[config.mk]
export PLATFORM = sky130hd
export DESIGN_NAME = erx_core
export DESIGN_NICKNAME = d
export VERILOG_FILES = /design/src/rtl/erx_pkg.sv /design/src/rtl/erx_cfg.sv /design/src/rtl/erx_core.sv /design/src/rtl/erx_remap.sv /design/src/rtl/erx_timer.sv
export VERILOG_INCLUDE_DIRS = /design/src /design/src/rtl
export SDC_FILE = /design/constraint.sdc
export NUM_CORES = 1
export LEC_CHECK = 0
export ABC_AREA = 0
export BUFFER_PORTS_ARGS = -buffer_cell sky130_fd_sc_hd__buf_2
export CAP_MARGIN = 20
export CORE_MARGIN = 8
export CORE_UTILIZATION = 50
export DETAILED_ROUTE_END_ITERATION = 16
export PLACE_DENSITY_LB_ADDON = 0.3
export SYNTH_ARGS = -nofsm -noshare
export SYNTH_HDL_FRONTEND = slang
export SYNTH_SLANG_ARGS = --single-unit
[constraint.sdc]
create_clock -name clk -period 2.75 [get_ports clk]
set_input_delay 0.1375 -clock clk [delete_from_list [all_inputs] [get_ports clk]]
set_output_delay 0.1375 -clock clk [all_outputs]
set_load 0.02 [all_outputs]
[src/rtl/erx_settings.svh]
// erx settings
// register word offsets, register address width and idle timer limits
`ifndef ERX_SETTINGS_SVH
`define ERX_SETTINGS_SVH

// register word index comes from mi_addr[`ERX_RFAW+1:2]
`define ERX_RFAW 6

// register word offsets
`define ERX_CFG      6'd0   // mode bits, remap select/pattern, timer cfg
`define ERX_OFFSET   6'd1   // dynamic remap base
`define ERX_IDELAY0  6'd2   // tap image, low word
`define ERX_IDELAY1  6'd3   // tap image, high word, fires load_taps
`define ERX_GPIO     6'd4   // sampled pins
`define ERX_STATUS   6'd5   // sticky + live status
`define ERX_TESTDATA 6'd6   // test mode accumulator

// idle timer limits in cycles, picked by timer_cfg 1..3
`define ERX_TIMER_LIM1 8'd15
`define ERX_TIMER_LIM2 8'd63
`define ERX_TIMER_LIM3 8'd255

`endif

[src/rtl/erx_pkg.sv]
// erx package
// shared vector types and the remap mode encoding
`default_nettype none

package erx_pkg;

   typedef logic [31:0] word_t;        // register / data word
   typedef logic [14:0] mi_addr_t;     // register port byte address
   typedef logic [31:0] rx_addr_t;     // transaction address
   typedef logic [11:0] remap_field_t; // covers addr[31:20]
   typedef logic [44:0] tap_value_t;   // 9 lanes x 5 bits, frame on top
   typedef logic [1:0]  timer_cfg_t;   // 0 = timer off

   // address remap modes, rsvd acts like none
   typedef enum logic [1:0] {
      REMAP_NONE    = 2'd0,
      REMAP_STATIC  = 2'd1,
      REMAP_DYNAMIC = 2'd2,
      REMAP_RSVD    = 2'd3
   } remap_mode_t;

endpackage

`default_nettype wire

[src/rtl/erx_cfg.sv]
// erx receive configuration register file
// mode/remap/timer config, tap values, gpio sample, status, test accumulator
`timescale 1ns/100ps
`default_nettype none
`include "erx_settings.svh"

module erx_cfg (
   input  wire                    clk,
   input  wire                    nreset,
   // register port
   input  wire                    mi_en,
   input  wire                    mi_we,
   input  erx_pkg::mi_addr_t      mi_addr,
   input  erx_pkg::word_t         mi_din,
   output erx_pkg::word_t         mi_dout,
   // test accumulator feed from remapper
   input  wire                    test_access,
   input  erx_pkg::word_t         test_data,
   // pins and status
   input  wire [8:0]              gpio_datain,
   input  wire [15:0]             rx_status,
   // config outputs
   output logic                   mmu_enable,
   output logic                   test_mode,
   output erx_pkg::remap_mode_t   remap_mode,
   output erx_pkg::remap_field_t  remap_sel,
   output erx_pkg::remap_field_t  remap_pattern,
   output erx_pkg::rx_addr_t      remap_base,
   output erx_pkg::timer_cfg_t    timer_cfg,
   output erx_pkg::tap_value_t    idelay_value,
   output logic                   load_taps
);

   import erx_pkg::*;

   logic [`ERX_RFAW-1:0] word_idx;   // register word index
   logic                 reg_write;
   logic                 reg_read;

   word_t       cfg_reg;
   word_t       offset_reg;
   word_t       testdata_reg;
   logic [8:0]  gpio_reg;
   logic [2:0]  status_sticky;
   logic [31:0] idelay_lo;           // tap image bits 31..0
   logic [12:0] idelay_hi;           // tap image bits 44..32, rest unused

   assign word_idx  = mi_addr[`ERX_RFAW+1:2];
   assign reg_write = mi_en & mi_we;
   assign reg_read  = mi_en & ~mi_we;

   // ####################################################################
   // config and remap base
   // ####################################################################
   always_ff @(posedge clk or negedge nreset) begin
      if (!nreset) begin
         cfg_reg    <= '0;
         offset_reg <= '0;
      end else if (reg_write) begin
         if (word_idx == `ERX_CFG)
            cfg_reg <= mi_din;
         if (word_idx == `ERX_OFFSET)
            offset_reg <= mi_din;
      end
   end

   // cfg field split
   assign test_mode     = cfg_reg[0];
   assign mmu_enable    = cfg_reg[1];     // stored only
   assign remap_mode    = remap_mode_t'(cfg_reg[3:2]);
   assign remap_sel     = cfg_reg[15:4];
   assign remap_pattern = cfg_reg[27:16];
   assign timer_cfg     = cfg_reg[29:28];
   assign remap_base    = offset_reg;

   // ####################################################################
   // input delay taps
   // ####################################################################
   always_ff @(posedge clk or negedge nreset) begin
      if (!nreset) begin
         idelay_lo <= '0;
         idelay_hi <= '0;
         load_taps <= 1'b0;
      end else begin
         if (reg_write && word_idx == `ERX_IDELAY0)
            idelay_lo <= mi_din;
         if (reg_write && word_idx == `ERX_IDELAY1)
            idelay_hi <= mi_din[12:0];
         load_taps <= reg_write && (word_idx == `ERX_IDELAY1);  // 1 cycle late
      end
   end

   // lane n = {img[36+n], img[4n+3:4n]}, lane 8 is frame
   for (genvar n = 0; n < 8; n++) begin : g_lane
      assign idelay_value[5*n+4:5*n] = {idelay_hi[4+n], idelay_lo[4*n+3:4*n]};
   end
   assign idelay_value[44:40] = {idelay_hi[12], idelay_hi[3:0]};  // frame

   // ####################################################################
   // gpio sample, status, test accumulator
   // ####################################################################
   always_ff @(posedge clk or negedge nreset) begin
      if (!nreset) begin
         gpio_reg      <= '0;
         status_sticky <= '0;
      end else begin
         gpio_reg      <= gpio_datain;                    // free running
         status_sticky <= status_sticky | rx_status[2:0]; // bit 0 = timeout
      end
   end

   always_ff @(posedge clk or negedge nreset) begin
      if (!nreset)
         testdata_reg <= '0;
      else if (reg_write && word_idx == `ERX_TESTDATA)
         testdata_reg <= mi_din;                          // host write wins
      else if (test_access)
         testdata_reg <= testdata_reg + test_data;        // wraps mod 2^32
   end

   // ####################################################################
   // readback, one cycle after the read strobe, zero otherwise
   // ####################################################################
   always_ff @(posedge clk or negedge nreset) begin
      if (!nreset) begin
         mi_dout <= '0;
      end else if (reg_read) begin
         case (word_idx)
            `ERX_CFG:      mi_dout <= cfg_reg;
            `ERX_OFFSET:   mi_dout <= offset_reg;
            `ERX_GPIO:     mi_dout <= {23'd0, gpio_reg};
            `ERX_STATUS:   mi_dout <= {16'd0, rx_status[15:3], status_sticky};
            `ERX_TESTDATA: mi_dout <= testdata_reg;
            default:       mi_dout <= '0;   // idelay regs are write only
         endcase
      end else begin
         mi_dout <= '0;
      end
   end

endmodule

`default_nettype wire

[src/rtl/erx_core.sv]
// erx receive config subsystem top
// register file beside the address remapper and the idle timer
`timescale 1ns/100ps
`default_nettype none

module erx_core (
   input  wire                  clk,
   input  wire                  nreset,
   // register port
   input  wire                  mi_en,
   input  wire                  mi_we,
   input  erx_pkg::mi_addr_t    mi_addr,
   input  erx_pkg::word_t       mi_din,
   output erx_pkg::word_t       mi_dout,
   // transaction in
   input  wire                  rx_access,
   input  erx_pkg::rx_addr_t    rx_addr,
   input  erx_pkg::word_t       rx_data,
   // transaction out
   output logic                 rx_out_access,
   output erx_pkg::rx_addr_t    rx_out_addr,
   output erx_pkg::word_t       rx_out_data,
   // pins and flags
   input  wire [8:0]            gpio_datain,
   input  wire [14:0]           rx_flags,
   // config out
   output erx_pkg::tap_value_t  idelay_value,
   output logic                 load_taps,
   output logic                 mmu_enable,
   output logic                 test_mode
);

   import erx_pkg::*;

   remap_mode_t  remap_mode;
   remap_field_t remap_sel;
   remap_field_t remap_pattern;
   rx_addr_t     remap_base;
   timer_cfg_t   timer_cfg;
   logic         test_access;
   word_t        test_data;
   logic         timeout;
   logic [15:0]  rx_status;

   assign rx_status = {rx_flags, timeout};   // timeout lands in sticky bit 0

   erx_cfg u_cfg (
      .clk, .nreset,
      .mi_en, .mi_we, .mi_addr, .mi_din, .mi_dout,
      .test_access, .test_data,
      .gpio_datain, .rx_status,
      .mmu_enable, .test_mode,
      .remap_mode, .remap_sel, .remap_pattern, .remap_base,
      .timer_cfg, .idelay_value, .load_taps
   );

   erx_remap u_remap (
      .clk, .nreset,
      .rx_access, .rx_addr, .rx_data,
      .remap_mode, .remap_sel, .remap_pattern, .remap_base, .test_mode,
      .rx_out_access, .rx_out_addr, .rx_out_data,
      .test_access, .test_data
   );

   erx_timer u_timer (
      .clk, .nreset,
      .rx_access, .timer_cfg,
      .timeout
   );

endmodule

`default_nettype wire

[src/rtl/erx_remap.sv]
// erx address remapper
// one registered stage, static/dynamic remap, test mode steers to accumulator
`timescale 1ns/100ps
`default_nettype none

module erx_remap (
   input  wire                    clk,
   input  wire                    nreset,
   // incoming transaction
   input  wire                    rx_access,
   input  erx_pkg::rx_addr_t      rx_addr,
   input  erx_pkg::word_t         rx_data,
   // config
   input  erx_pkg::remap_mode_t   remap_mode,
   input  erx_pkg::remap_field_t  remap_sel,
   input  erx_pkg::remap_field_t  remap_pattern,
   input  erx_pkg::rx_addr_t      remap_base,
   input  wire                    test_mode,
   // outgoing transaction
   output logic                   rx_out_access,
   output erx_pkg::rx_addr_t      rx_out_addr,
   output erx_pkg::word_t         rx_out_data,
   // test mode path
   output logic                   test_access,
   output erx_pkg::word_t         test_data
);

   import erx_pkg::*;

   rx_addr_t mapped_addr;
   word_t    data_q;        // shared by both outputs

   // address rewrite
   always_comb begin
      mapped_addr = rx_addr;
      case (remap_mode)
         REMAP_STATIC:  mapped_addr[31:20] = (rx_addr[31:20] & ~remap_sel) |
                                             (remap_pattern & remap_sel);
         REMAP_DYNAMIC: mapped_addr = rx_addr + remap_base;   // mod 2^32
         default:       mapped_addr = rx_addr;                // none, rsvd
      endcase
   end

   // strobes
   always_ff @(posedge clk or negedge nreset) begin
      if (!nreset) begin
         rx_out_access <= 1'b0;
         test_access   <= 1'b0;
      end else begin
         rx_out_access <= rx_access & ~test_mode;
         test_access   <= rx_access & test_mode;
      end
   end

   // payload, taken with every strobe
   always_ff @(posedge clk) begin
      if (rx_access) begin
         rx_out_addr <= mapped_addr;
         data_q      <= rx_data;
      end
   end

   assign rx_out_data = data_q;
   assign test_data   = data_q;

endmodule

`default_nettype wire

[src/rtl/erx_timer.sv]
// erx idle timer
// counts idle cycles since the last rx_access, one-cycle timeout at the limit
`timescale 1ns/100ps
`default_nettype none
`include "erx_settings.svh"

module erx_timer (
   input  wire                  clk,
   input  wire                  nreset,
   input  wire                  rx_access,
   input  erx_pkg::timer_cfg_t  timer_cfg,
   output logic                 timeout
);

   import erx_pkg::*;

   logic [7:0] limit;
   logic [7:0] count;
   logic [7:0] count_nxt;

   // limit select, 0 keeps the counter parked at zero
   always_comb begin
      case (timer_cfg)
         2'd1:    limit = `ERX_TIMER_LIM1;
         2'd2:    limit = `ERX_TIMER_LIM2;
         2'd3:    limit = `ERX_TIMER_LIM3;
         default: limit = 8'd0;
      endcase
   end

   always_comb begin
      if (rx_access || limit == 8'd0)
         count_nxt = 8'd0;              // traffic or timer off clears the idle count
      else if (count < limit)
         count_nxt = count + 8'd1;
      else
         count_nxt = count;             // saturate at the limit
   end

   always_ff @(posedge clk or negedge nreset) begin
      if (!nreset) begin
         count   <= 8'd0;
         timeout <= 1'b0;
      end else begin
         count   <= count_nxt;
         // high in the cycle count first equals the limit
         timeout <= (limit != 8'd0) && (count_nxt == limit) && (count != limit);
      end
   end

endmodule

`default_nettype wire

Yosys cells after proc, flatten, opt, wreduce, memory -nomap -nowiden
Index checks and enable logic that the tools add are counted.

cells by class
  bitwise logic cells = 11
  mux-type cells = 9
  add/subtract/negate cells = 3
  eq/ne operators = 13
  $lt $le $gt $ge = 1
  reductions and logical operators = 12

operators by type and width
  operator             number
  $pmux 32 s5          1
  $mux 32              3
  $add 32x32->32       2
  $and 12x12->12       2
  $pmux 12 s2          1
  $pmux 8 s3           1
  $mux 20              1
  $eq 6x3->1 const B   3
  $mux 8               2
  $eq 6x2->1 const B   2
  $not 12->12          1
  $or 12x12->12        1
  $add 8x1->8 const B  1
  $eq 8x8->1           1
  $logic_not 8->1      1
  $lt 8x8->1           1
  $ne 8x8->1           1
  $reduce_bool 8->1    1
  $eq 2x2->1 const B   3
  $eq 6x1->1 const B   1
  $logic_not 6->1      1
  $logic_and 1x1->1    5
  $and 1x1->1          4
  $eq 2x1->1 const B   2
  other kinds (5)      7

storage, ports and cells
  bits of input ports = 140
  output and inout port bits = 145
  logic and storage cells = 64
  register bits = 261

Longest topological paths before layout
Gate-level depths: netlist of the first run.

  depth after elaboration = 8
  depth in mapped cells = 13
  gate-level depth less buffers = 13

Cells and area by module
Synthesis of the first run repeated with hierarchy kept, for this count alone.

second synthesis, totals
  cells, all modules = 1,260
  area total of the unflattened synthesis = 14,189.9 um2

by module, submodules not included
  module     instances  area each (um2)  cells each  sequential area each (um2)
  erx_cfg    1          9,028.7          774         4,654.5
  erx_remap  1          4,505.6          413         1,971.9
  erx_timer  1          655.6            73          225.2

Worst setup path before layout of the first run
OpenSTA, ideal clock, no wires.

  kind = register to register
  start = register u_cfg.offset_reg[10], in the netlist u_cfg.remap_base[10]
  end = register u_remap.rx_out_addr[31], data pin
  clock period less this slack = 2.805 ns
  cell stages (with the launch flop) = 12
  path buffers = 0
  arrival = 2.542 ns
  slack = -0.055 ns
  library setup time = 0.263 ns
  data required time = 2.487 ns
  cell sequence = dfrtp_1 ha_1 a211oi_1 nor2_1 or4_1 o21ai_2 a21oi_1 a311oi_2 nand4b_1 a21oi_1 nor4_1 nand2_1

between the ends
  longest elaborated chain between the ends = 2

RTL lines
  element                      line             text
  start, declared              erx_cfg.sv:41    word_t offset_reg;
  start signal, assigned       erx_cfg.sv:63    offset_reg <= mi_din;
  $add 32x32->32               erx_remap.sv:39  REMAP_DYNAMIC: mapped_addr = rx_addr + remap_base;
  $pmux 12 s2                  erx_remap.sv:36  case (remap_mode)
  net u_remap.mapped_addr[31]  erx_remap.sv:30  rx_addr_t mapped_addr;
  end signal, assigned         erx_remap.sv:58  rx_out_addr <= mapped_addr;
  end, declared                erx_remap.sv:21  output erx_pkg::rx_addr_t rx_out_addr,

The timed path passes the listed nets, and every way through them passes these cells.
A chain may end at the register's enable or synchronous reset.

Final worst setup path of the first run
  start = register u_cfg.offset_reg[10], in the netlist u_cfg.remap_base[10]
  end = register u_remap.rx_out_addr[29], data pin

Same word-level chain as after synthesis.

==> flow_summary.yaml, run 1 <==
worst_setup_path:
  path_cells: "ha_4 > a211oi_2 > nor2_1 > or4_4 > o21ai_4 > a21oi_4 > buf_4 > nand2b_4 > a41o_1 > a21oi_2 > xor2_1 > o21ai_1"
  critPathMaxFanout: 3
  crit_path_top_delay_cell: "or4_4"
  worstReg2RegEnd: "u_remap.rx_out_addr[29]"
  critPathKind: "reg -> reg"
  r2r_start: "u_cfg.remap_base[10]"
  worstPathRequired_ns: 3.03
  cp-startpoint: "u_cfg.remap_base[10]"
  end_kind: "flip-flop"
  crit_path_start_kind: "flip-flop"
  critical_path.max_stage_delay_ns: 0.51
  arrival_ns: 3.14
  reg2reg_depth: 12
  rrSetupSlack_ns: -0.11
synth:
  ys_ff_latch: 261
  async_flop_share: 0.755
  netlist_area_sq_mm: 0.0136
  yosys_warnings: 0
  synth_top_area_frac: 0.362
  synth_cell_types: 63
  synth_nets: 1421
  syn_area_per_cell_sq_um: 11.2
  syn-instance-count: 1210
  synth_edf_count: 64
  seq_area_frac_synth: 0.503
  yosys.area.top_type: "dfrtp_1"
  synth-main-ff-cell: "dfrtp_1"
  yosys-top-cells-area: "dfrtp_1 36%, edfxtp_1 14%, mux2_2 10%, ha_1 6.3%, a21oi_1 3.2%"
cts:
  clk_latency_ns: 0.55
  cts-htree-levels: 1
  cts_sinks: 261
  numCtsBuffers: 29
  cts_buffer_depth: 3
  clkTransAtPathRegs_ns: 0.06
  root_buffer: "clkbuf_16"
  cts_tree: "built"
die:
  die_h_um: 181
  io_pins: 285
  fp.dieW_um: 181
  initial_core_util: 0.506
  fp-row-count: 60
  coreArea_sq_mm: 0.0269
  dieArea_sq_mm: 0.0328
power:
  p_comb_frac: 0.377
  p_per_area_mw_per_mm2: 752
  clkPwrFrac: 0.277
  peakVddDrop_mv: 0.661
  p_leak_nw: 8.86
  power.total_w: 0.0143
  swShare: 0.340
  p_int_w: 0.00942
  p_seq_frac: 0.346
  switchingPower_w: 0.00484
global_routing:
  gr-total-overflow: 0
  grt_first_pass_wirelength_mm: 68.0
  grtUsageTotal: 0.261
  antenna_found_initial: 4
  grt_pass1_vias: 12061
  grt_start_max_net_pins: 86
worst_hold_path:
  hold_path_end: "u_remap.rx_out_addr[27]"
  hp-start: "rx_addr[27]"
  hold_depth: 3
  hold_class: "in -> reg"
finish:
  most-common-layout-cells: "274 x buf_2, 197 x dfrtp_1, 126 x buf_4"
  nets: 1929
  stdcell_count: 2084
  syn_to_final_growth_pct: 39.4
  layout-drive-gt1-share: 0.386
  mostFrequentLayoutCell: "buf_2"
place:
  dpl.hpwl_mm: 31.7
  io_buffer_count: 275
  post-place-cells: 1888
  place_congestion: 0.931
sta:
  setup_tns_ns: -0.308
  holdWs_ns: 0.0291
  finalCritPeriodShare: 1.04
  drv_slew: 0
  setup_violations: 5
  period_needed_ns: 2.86
  relSlewSlack: 0.379
  clock-skew-final_ns: 0.0156
  hold_viol: 0
  rsz0062_at_grt: "true"
  worst_slack_ns: -0.111
  max_freq_ghz: 0.350
  worstMarginPinSlew_ns: 0.932
routing:
  drt-total-wl_mm: 44.6
  drtAntennaViolNets: 0
  via_per_inst: 5.72
  drt_iter0_markers: 1317
  drc: 0
  vias: 11912
  first_pass_iters: 9
  wl_per_cell_um: 21.4
run:
  maxCapViolCount: 0
outcome:
  outcome: "finished, violations left"
  violations: "setup timing"
-- power by group through the flow --
stage	clock network [W]	registers (W)	logic (W)
2_1_floorplan	0	0.00501	0.00274
3_3_place_gp	0	0.00494	0.00454
3_5_place_dp	0	0.00496	0.00460
4_1_cts	0.00399	0.00491	0.00500
5_1_grt	0.00413	0.00499	0.00579
6_report	0.00395	0.00494	0.00538
-- synth_stat cells (4+ instances only) --
master and n:
nor2_1 61, and4_1 5, mux2_2 125, inv_1 35, a21o_1 30, nor2b_1 11, nand3_1 11, nand4_1 9
o211ai_1 4, a21oi_1 86, or2_2 5, and2_1 5, o21bai_1 10, ha_1 69, nor4_1 4, nand2_1 91
dfrtp_1 197, xor2_1 23, a22oi_1 44, clkbuf_1 44, a222oi_1 16, edfxtp_1 64, o22ai_1 12, xnor2_1 39
a31oi_1 17, nand2b_1 12, o21ai_0 68, nor3_1 11, or3_1 5, and3_1 16, mux2i_1 22, o21a_1 10
a211oi_1 5
-- metrics by stage --
stage          instance area, sq um   util  setup WS [ns]
3_3_place_gp                  16300  0.605         -0.176
6_report                      19000  0.706         -0.111
3_5_place_dp                  16300  0.605         -0.327
4_1_cts                       18600  0.693        -0.0872
5_1_grt                       19000  0.706         -0.246
2_1_floorplan                 13700      -        0.00951
-- per-layer routing --
metal,track usage,wire length (um),up-vias
li1,-,-,5535
met1,0.357,19500,5729
met2,0.407,20100,543
met3,0.0475,3200,103
met4,0.102,1790,2
met5,0,8,-
-- worst max-delay path by stage --
stage / endpoint / cells after the start / slack, ns
final: u_remap.rx_out_addr[29] / 12 / -0.11
after floorplan: u_cfg.testdata_reg[31] / 10 / 0.01
after detailed placement: u_remap.rx_out_addr[30] / 13 / -0.33
after global placement: u_remap.rx_out_addr[28] / 13 / -0.18
after CTS: u_remap.rx_out_addr[31] / 11 / -0.09
after global routing: u_remap.rx_out_addr[31] / 11 / -0.25
-- final cells by class --
cell class | count | area, sq um
diodes | 3 | 7.51
clock buffers | 43 | 900
clock inverters | 10 | 87.6
fillers | 1887 | 7900
inverters | 35 | 131
multi-input cells | 863 | 6900
flip-flops and latches | 261 | 6850
well taps | 341 | 427
repair buffers | 528 | 3670
-- kinds of logic (layout without fill, tap and decap cells) --
kind of cell | after synthesis | after routing | synth area share
compound gates | 331 | 331 | 0.158
flops | 261 | 261 | 0.503
simple gates | 252 | 252 | 0.0880
mux | 147 | 147 | 0.120
buf+inv | 86 | 616 | 0.0245
fa+ha+maj | 71 | 71 | 0.0664
xor+xnor | 62 | 62 | 0.0399
other cells | 0 | 3 | 0
-- critical path: cells and delay by family (launching register included) --
kind	cells	cell delay, ns
AND/OR/NAND/NOR	3	0.73
AO/OA/AOI/OAI	6	0.91
XOR/XNOR	1	0.16
buffers and inverters	1	0.14
adder cells (fa/ha/maj)	1	0.24
flip-flops	1	0.41
-- repair_timing --
item | CTS | global route
buffers inserted | 7 | 16
pin swaps | 18 | 37
endpoints found under the hold margin | 307 | 0
hold buffers | 117 | 0
setup endpoints to repair | 15 | 25
gates resized for setup | 35 | 58
Power figures use the tool's default switching activity.
==> run 2: changes to the inputs <==
==> constraint.sdc (replaced) <==
create_clock -name clk -period 2.75 [get_ports clk]
set_input_delay 0.55 -clock clk [delete_from_list [all_inputs] [get_ports clk]]
set_output_delay 0.55 -clock clk [all_outputs]
set_load 0.02 [all_outputs]
==> flow_summary.yaml, run 2 (same netlist as run 1, synthesis figures left out) <==
power:
  p_leak_nw: 8.54
  peakVddDrop_mv: 0.577
  power.total_w: 0.0141
  p_per_area_mw_per_mm2: 778
routing:
  wl_per_cell_um: 21.3
  drc: 0
  via_per_inst: 5.69
  drtAntennaViolNets: 0
  vias: 11444
  first_pass_iters: 6
  drt_iter0_markers: 1098
  drt-total-wl_mm: 42.9
worst_setup_path:
  worstPathRequired_ns: 3.05
  critPathMaxFanout: 3
  end_kind: "flip-flop"
  critPathKind: "reg -> reg"
  crit_path_start_kind: "flip-flop"
  arrival_ns: 3.14
die:
  fp.dieW_um: 181
  die_h_um: 181
  dieArea_sq_mm: 0.0328
  coreArea_sq_mm: 0.0269
  initial_core_util: 0.506
  io_pins: 285
  fp-row-count: 60
cts:
  root_buffer: "clkbuf_16"
  clk_latency_ns: 0.55
  cts_sinks: 261
  cts-htree-levels: 1
  cts_buffer_depth: 3
  clkTransAtPathRegs_ns: 0.06
  cts_tree: "built"
  numCtsBuffers: 29
outcome:
  violations: "setup timing"
  outcome: "finished, violations left"
global_routing:
  antenna_found_initial: 12
  met1_usage: 0.350
  top_usage_layer: "met2"
  gr-total-overflow: 0
  grt_first_pass_wirelength_mm: 66.2
  grtUsageMet2: 0.392
  grt_pass1_vias: 11690
  grtUsageTotal: 0.253
  grt_start_max_net_pins: 85
  met3_usage: 0.0493
finish:
  fill_cells: 2077
  syn_to_final_growth_pct: 33.6
  mostFrequentLayoutCell: "buf_2"
  utilization: 0.677
  most-common-layout-cells: "274 x buf_2, 196 x dfrtp_1, 162 x buf_4"
  final_area_sq_mm: 0.0182
  nets: 1849
  layout-drive-gt1-share: 0.424
sta:
  drv_slew: 0
  finalCritPeriodShare: 1.03
  clock-skew-final_ns: 0.00915
  relSlewSlack: 0.453
  worstMarginPinSlew_ns: 0.821
  holdWs_ns: 0.102
  rsz0062_at_grt: "true"
  period_needed_ns: 2.84
  hold_viol: 0
  setup_violations: 4
  setup_tns_ns: -0.171
  worst_slack_ns: -0.0851
  max_freq_ghz: 0.353
worst_hold_path:
  hold_class: "in -> reg"
place:
  dpl.hpwl_mm: 32.0
  place_congestion: 0.932
  place_area_sq_mm: 0.0166
  io_buffer_count: 275
run:
  maxCapViolCount: 0
==> run 2: cell types whose count changed in the layout (fill, tap and decap cells not counted), moves of 3 or more <==
| cell | change |
|---|---|
| dlygate4sd3_1 | -116 |
| clkbuf_16 | +3 |
| clkinv_2 | -4 |
| diode_2 | +8 |
| buf_4 | +36 |
| clkbuf_1 | +6 |
| ha_1 | -6 |
| clkbuf_8 | -3 |
| ha_4 | +7 |
==> run 2: through the flow <==
stage          std cells  setup WS (ns)
2_1_floorplan       1210         -0.211
3_3_place_gp        1927         -0.517
3_5_place_dp        1927         -0.522
4_1_cts             1989        -0.0834
5_1_grt             2011         -0.228
6_report            2012        -0.0851
==> run 2: cell type report <==
| type | instances | area [sq um] | area share |
|---|---|---|---|
| tap | 341 | 427 | 0.0235 |
| sequential | 261 | 6850 | 0.377 |
| multi-input combinational | 863 | 6940 | 0.382 |
| clock inverter | 4 | 52.6 | 0.00289 |
| inverter | 35 | 131 | 0.00723 |
| antenna | 11 | 27.5 | 0.00151 |
| clock buffer | 49 | 956 | 0.0526 |
| timing repair buffer | 448 | 2790 | 0.154 |
==> run 2: path summary, 6_finish.rpt <==
check	start	end	slack (ns)	cells after the start
max	u_cfg.remap_base[5]	u_remap.rx_out_addr[31]	-0.09	12
min	gpio_datain[7]	u_cfg.gpio_reg[7]	0.10	1
max reg2reg	u_cfg.remap_base[5]	u_remap.rx_out_addr[31]	-0.09	12
min reg2reg	u_timer.timeout	u_cfg.status_sticky[0]	0.44	1
max in group asynchronous	nreset	u_cfg.remap_base[26]	1.57	3
min in group asynchronous	nreset	u_remap.rx_out_access	0.44	2
==> run 2: power breakdown <==
group          total, W  internal (W)  leakage [nW]  switching, W
sequential      0.00496       0.00448          3.20      0.000482
combinational   0.00518       0.00250          4.84       0.00268
clock           0.00400       0.00245         0.494       0.00155
==> run 2: routing by layer <==
layer	vias to the layer above	part of all wire
met4	4	0.032
met3	77	0.064
li1	5366	-
met2	424	0.46
met5	-	0.00063
met1	5573	0.45
==> run 2: critical path, stage by stage (launching register included) <==
cell and delay [ns]:
dfrtp_1 0.44, ha_4 0.30, o211a_1 0.20, o2111ai_2 0.14, a21oi_2 0.22, o21ai_4 0.09, a21oi_2 0.19, a311oi_2 0.12
nand4b_1 0.24, buf_4 0.17, and4_1 0.17, nor4_2 0.23, nand2_1 0.07
==> run 2: what timing repair did <==
action,CTS,global route
endpoints found under the setup margin,16,22
gates resized for setup,38,36
endpoints found under the hold margin,19,0
pin swaps,29,41
hold buffers,1,0
gates cloned,0,0
setup buffers,8,13
==> run 3: changes to the inputs <==
- PLACE_DENSITY: not set -> 0.85
- PLACE_DENSITY_LB_ADDON: 0.3 -> not set
==> flow_summary.yaml, run 3 (same netlist as run 1, synthesis figures left out) <==
finish:
  utilization: 0.674
  syn_to_final_growth_pct: 33.1
  mostFrequentLayoutCell: "buf_2"
  nets: 1843
  fill_cells: 1959
  layout-drive-gt1-share: 0.427
  most-common-layout-cells: "274 x buf_2, 197 x dfrtp_1, 157 x buf_4"
place:
  dpl.hpwl_mm: 32.8
  io_buffer_count: 275
  place_congestion: 0.928
  pre_cts_ws_ns: -0.526
sta:
  max_freq_ghz: 0.350
  drv_slew: 0
  setup_violations: 4
  relSlewSlack: 0.556
  rsz0062_at_grt: "true"
  clock-skew-final_ns: 0.0216
  worstMarginPinSlew_ns: 0.665
  finalCritPeriodShare: 1.04
  period_needed_ns: 2.86
  worst_slack_ns: -0.107
  hold_viol: 0
routing:
  vias: 11836
  first_pass_iters: 11
  drtAntennaViolNets: 0
  drc: 0
  drt-total-wl_mm: 44.1
  via_per_inst: 5.91
  drt_iter0_markers: 1243
  wl_per_cell_um: 22.0
die:
  fp-row-count: 60
  io_pins: 285
  initial_core_util: 0.506
  fp.dieW_um: 181
  dieArea_sq_mm: 0.0328
  die_h_um: 181
  coreArea_sq_mm: 0.0269
worst_hold_path:
  hold_depth: 1
  hp-start: "gpio_datain[8]"
  hold_class: "in -> reg"
cts:
  clkTransAtPathRegs_ns: 0.07
  cts_buffer_depth: 3
  cts_sinks: 261
  cts-htree-levels: 1
  clk_latency_ns: 0.56
  root_buffer: "clkbuf_16"
  cts_tree: "built"
  numCtsBuffers: 28
global_routing:
  grt_first_pass_wirelength_mm: 67.0
  grtUsageTotal: 0.256
  gr-total-overflow: 0
  grt_pass1_vias: 11938
  grt_start_max_net_pins: 68
  antenna_found_initial: 7
power:
  p_per_area_mw_per_mm2: 779
  p_leak_nw: 8.53
  peakVddDrop_mv: 0.672
outcome:
  outcome: "finished, violations left"
  violations: "setup timing"
worst_setup_path:
  critPathKind: "reg -> reg"
  cp-startpoint: "u_cfg.remap_base[9]"
  reg2reg_depth: 11
  arrival_ns: 3.17
  crit_path_start_kind: "flip-flop"
  worstPathRequired_ns: 3.06
  critPathMaxFanout: 3
  r2r_start: "u_cfg.remap_base[9]"
  end_kind: "flip-flop"
run:
  maxCapViolCount: 0
run 3: path summary, 6_finish.rpt:
path | endpoint | slack [ns]
max | u_remap.rx_out_addr[31] | -0.11
min | u_cfg.gpio_reg[8] | 0.11
max reg2reg | u_remap.rx_out_addr[31] | -0.11
min reg2reg | u_cfg.status_sticky[0] | 0.44
max in group asynchronous | u_cfg.testdata_reg[3] | 1.46
min in group asynchronous | u_cfg.idelay_hi[11] | 0.55
run 3: what timing repair did:
item	CTS	global route
gates resized for setup	29	51
hold buffers	1	0
buffers inserted	4	11
endpoints found under the setup margin	15	22
pin swaps	26	38
hold endpoints to repair	51	0
run 3: cell type report:
type                       count  area (sq um)  share of cell area
multi-input combinational    863          6960               0.384
sequential                   261          6850               0.378
timing repair buffer         443          2770               0.153
clock buffer                  44           913              0.0504
tap                          341           427              0.0235
inverter                      35           131             0.00725
clock inverter                 8          58.8             0.00325
antenna                        7          17.5            0.000967
run 3: worst max-delay path, stage by stage, from the launching register on:
cell and delay, ns:
dfrtp_1 0.42, ha_4 0.26, and4_4 0.18, nor2b_4 0.12, or4_4 0.44, o21ai_4 0.22, a21oi_4 0.09, a311oi_2 0.23
nand4b_1 0.21, a21oi_2 0.08, nor4_2 0.28, nand2_1 0.07
run 3: power breakdown:
group / internal, W / leakage [nW] / switching, W
Clock: 0.00229 / 0.485 / 0.00159
Sequential: 0.00448 / 3.20 / 0.000476
Combinational: 0.00252 / 4.84 / 0.00277
Total: 0.00929 / 8.53 / 0.00483
run 3: per-layer routing:
layer,wire length [um],share of wire,global-route usage
met1,18500,0.42,0.340
met2,20600,0.47,0.409
met3,3160,0.072,0.0467
met4,1860,0.042,0.108
met5,0,0,0
run 3: through the flow:
step                      setup TNS [ns]  std cells  area [sq um]  hold WS (ns)  power, W
after global placement             -3.43       1929         16700         0.423   0.00950
final                             -0.318       2002         18100         0.107    0.0141
after floorplan                   -0.329       1210         13800         0.254   0.00777
after CTS                         -0.246       1986         17800        0.0829    0.0137
after global routing               -2.02       2002         18100        0.0854    0.0148
after detailed placement           -4.75       1929         16700         0.430   0.00965
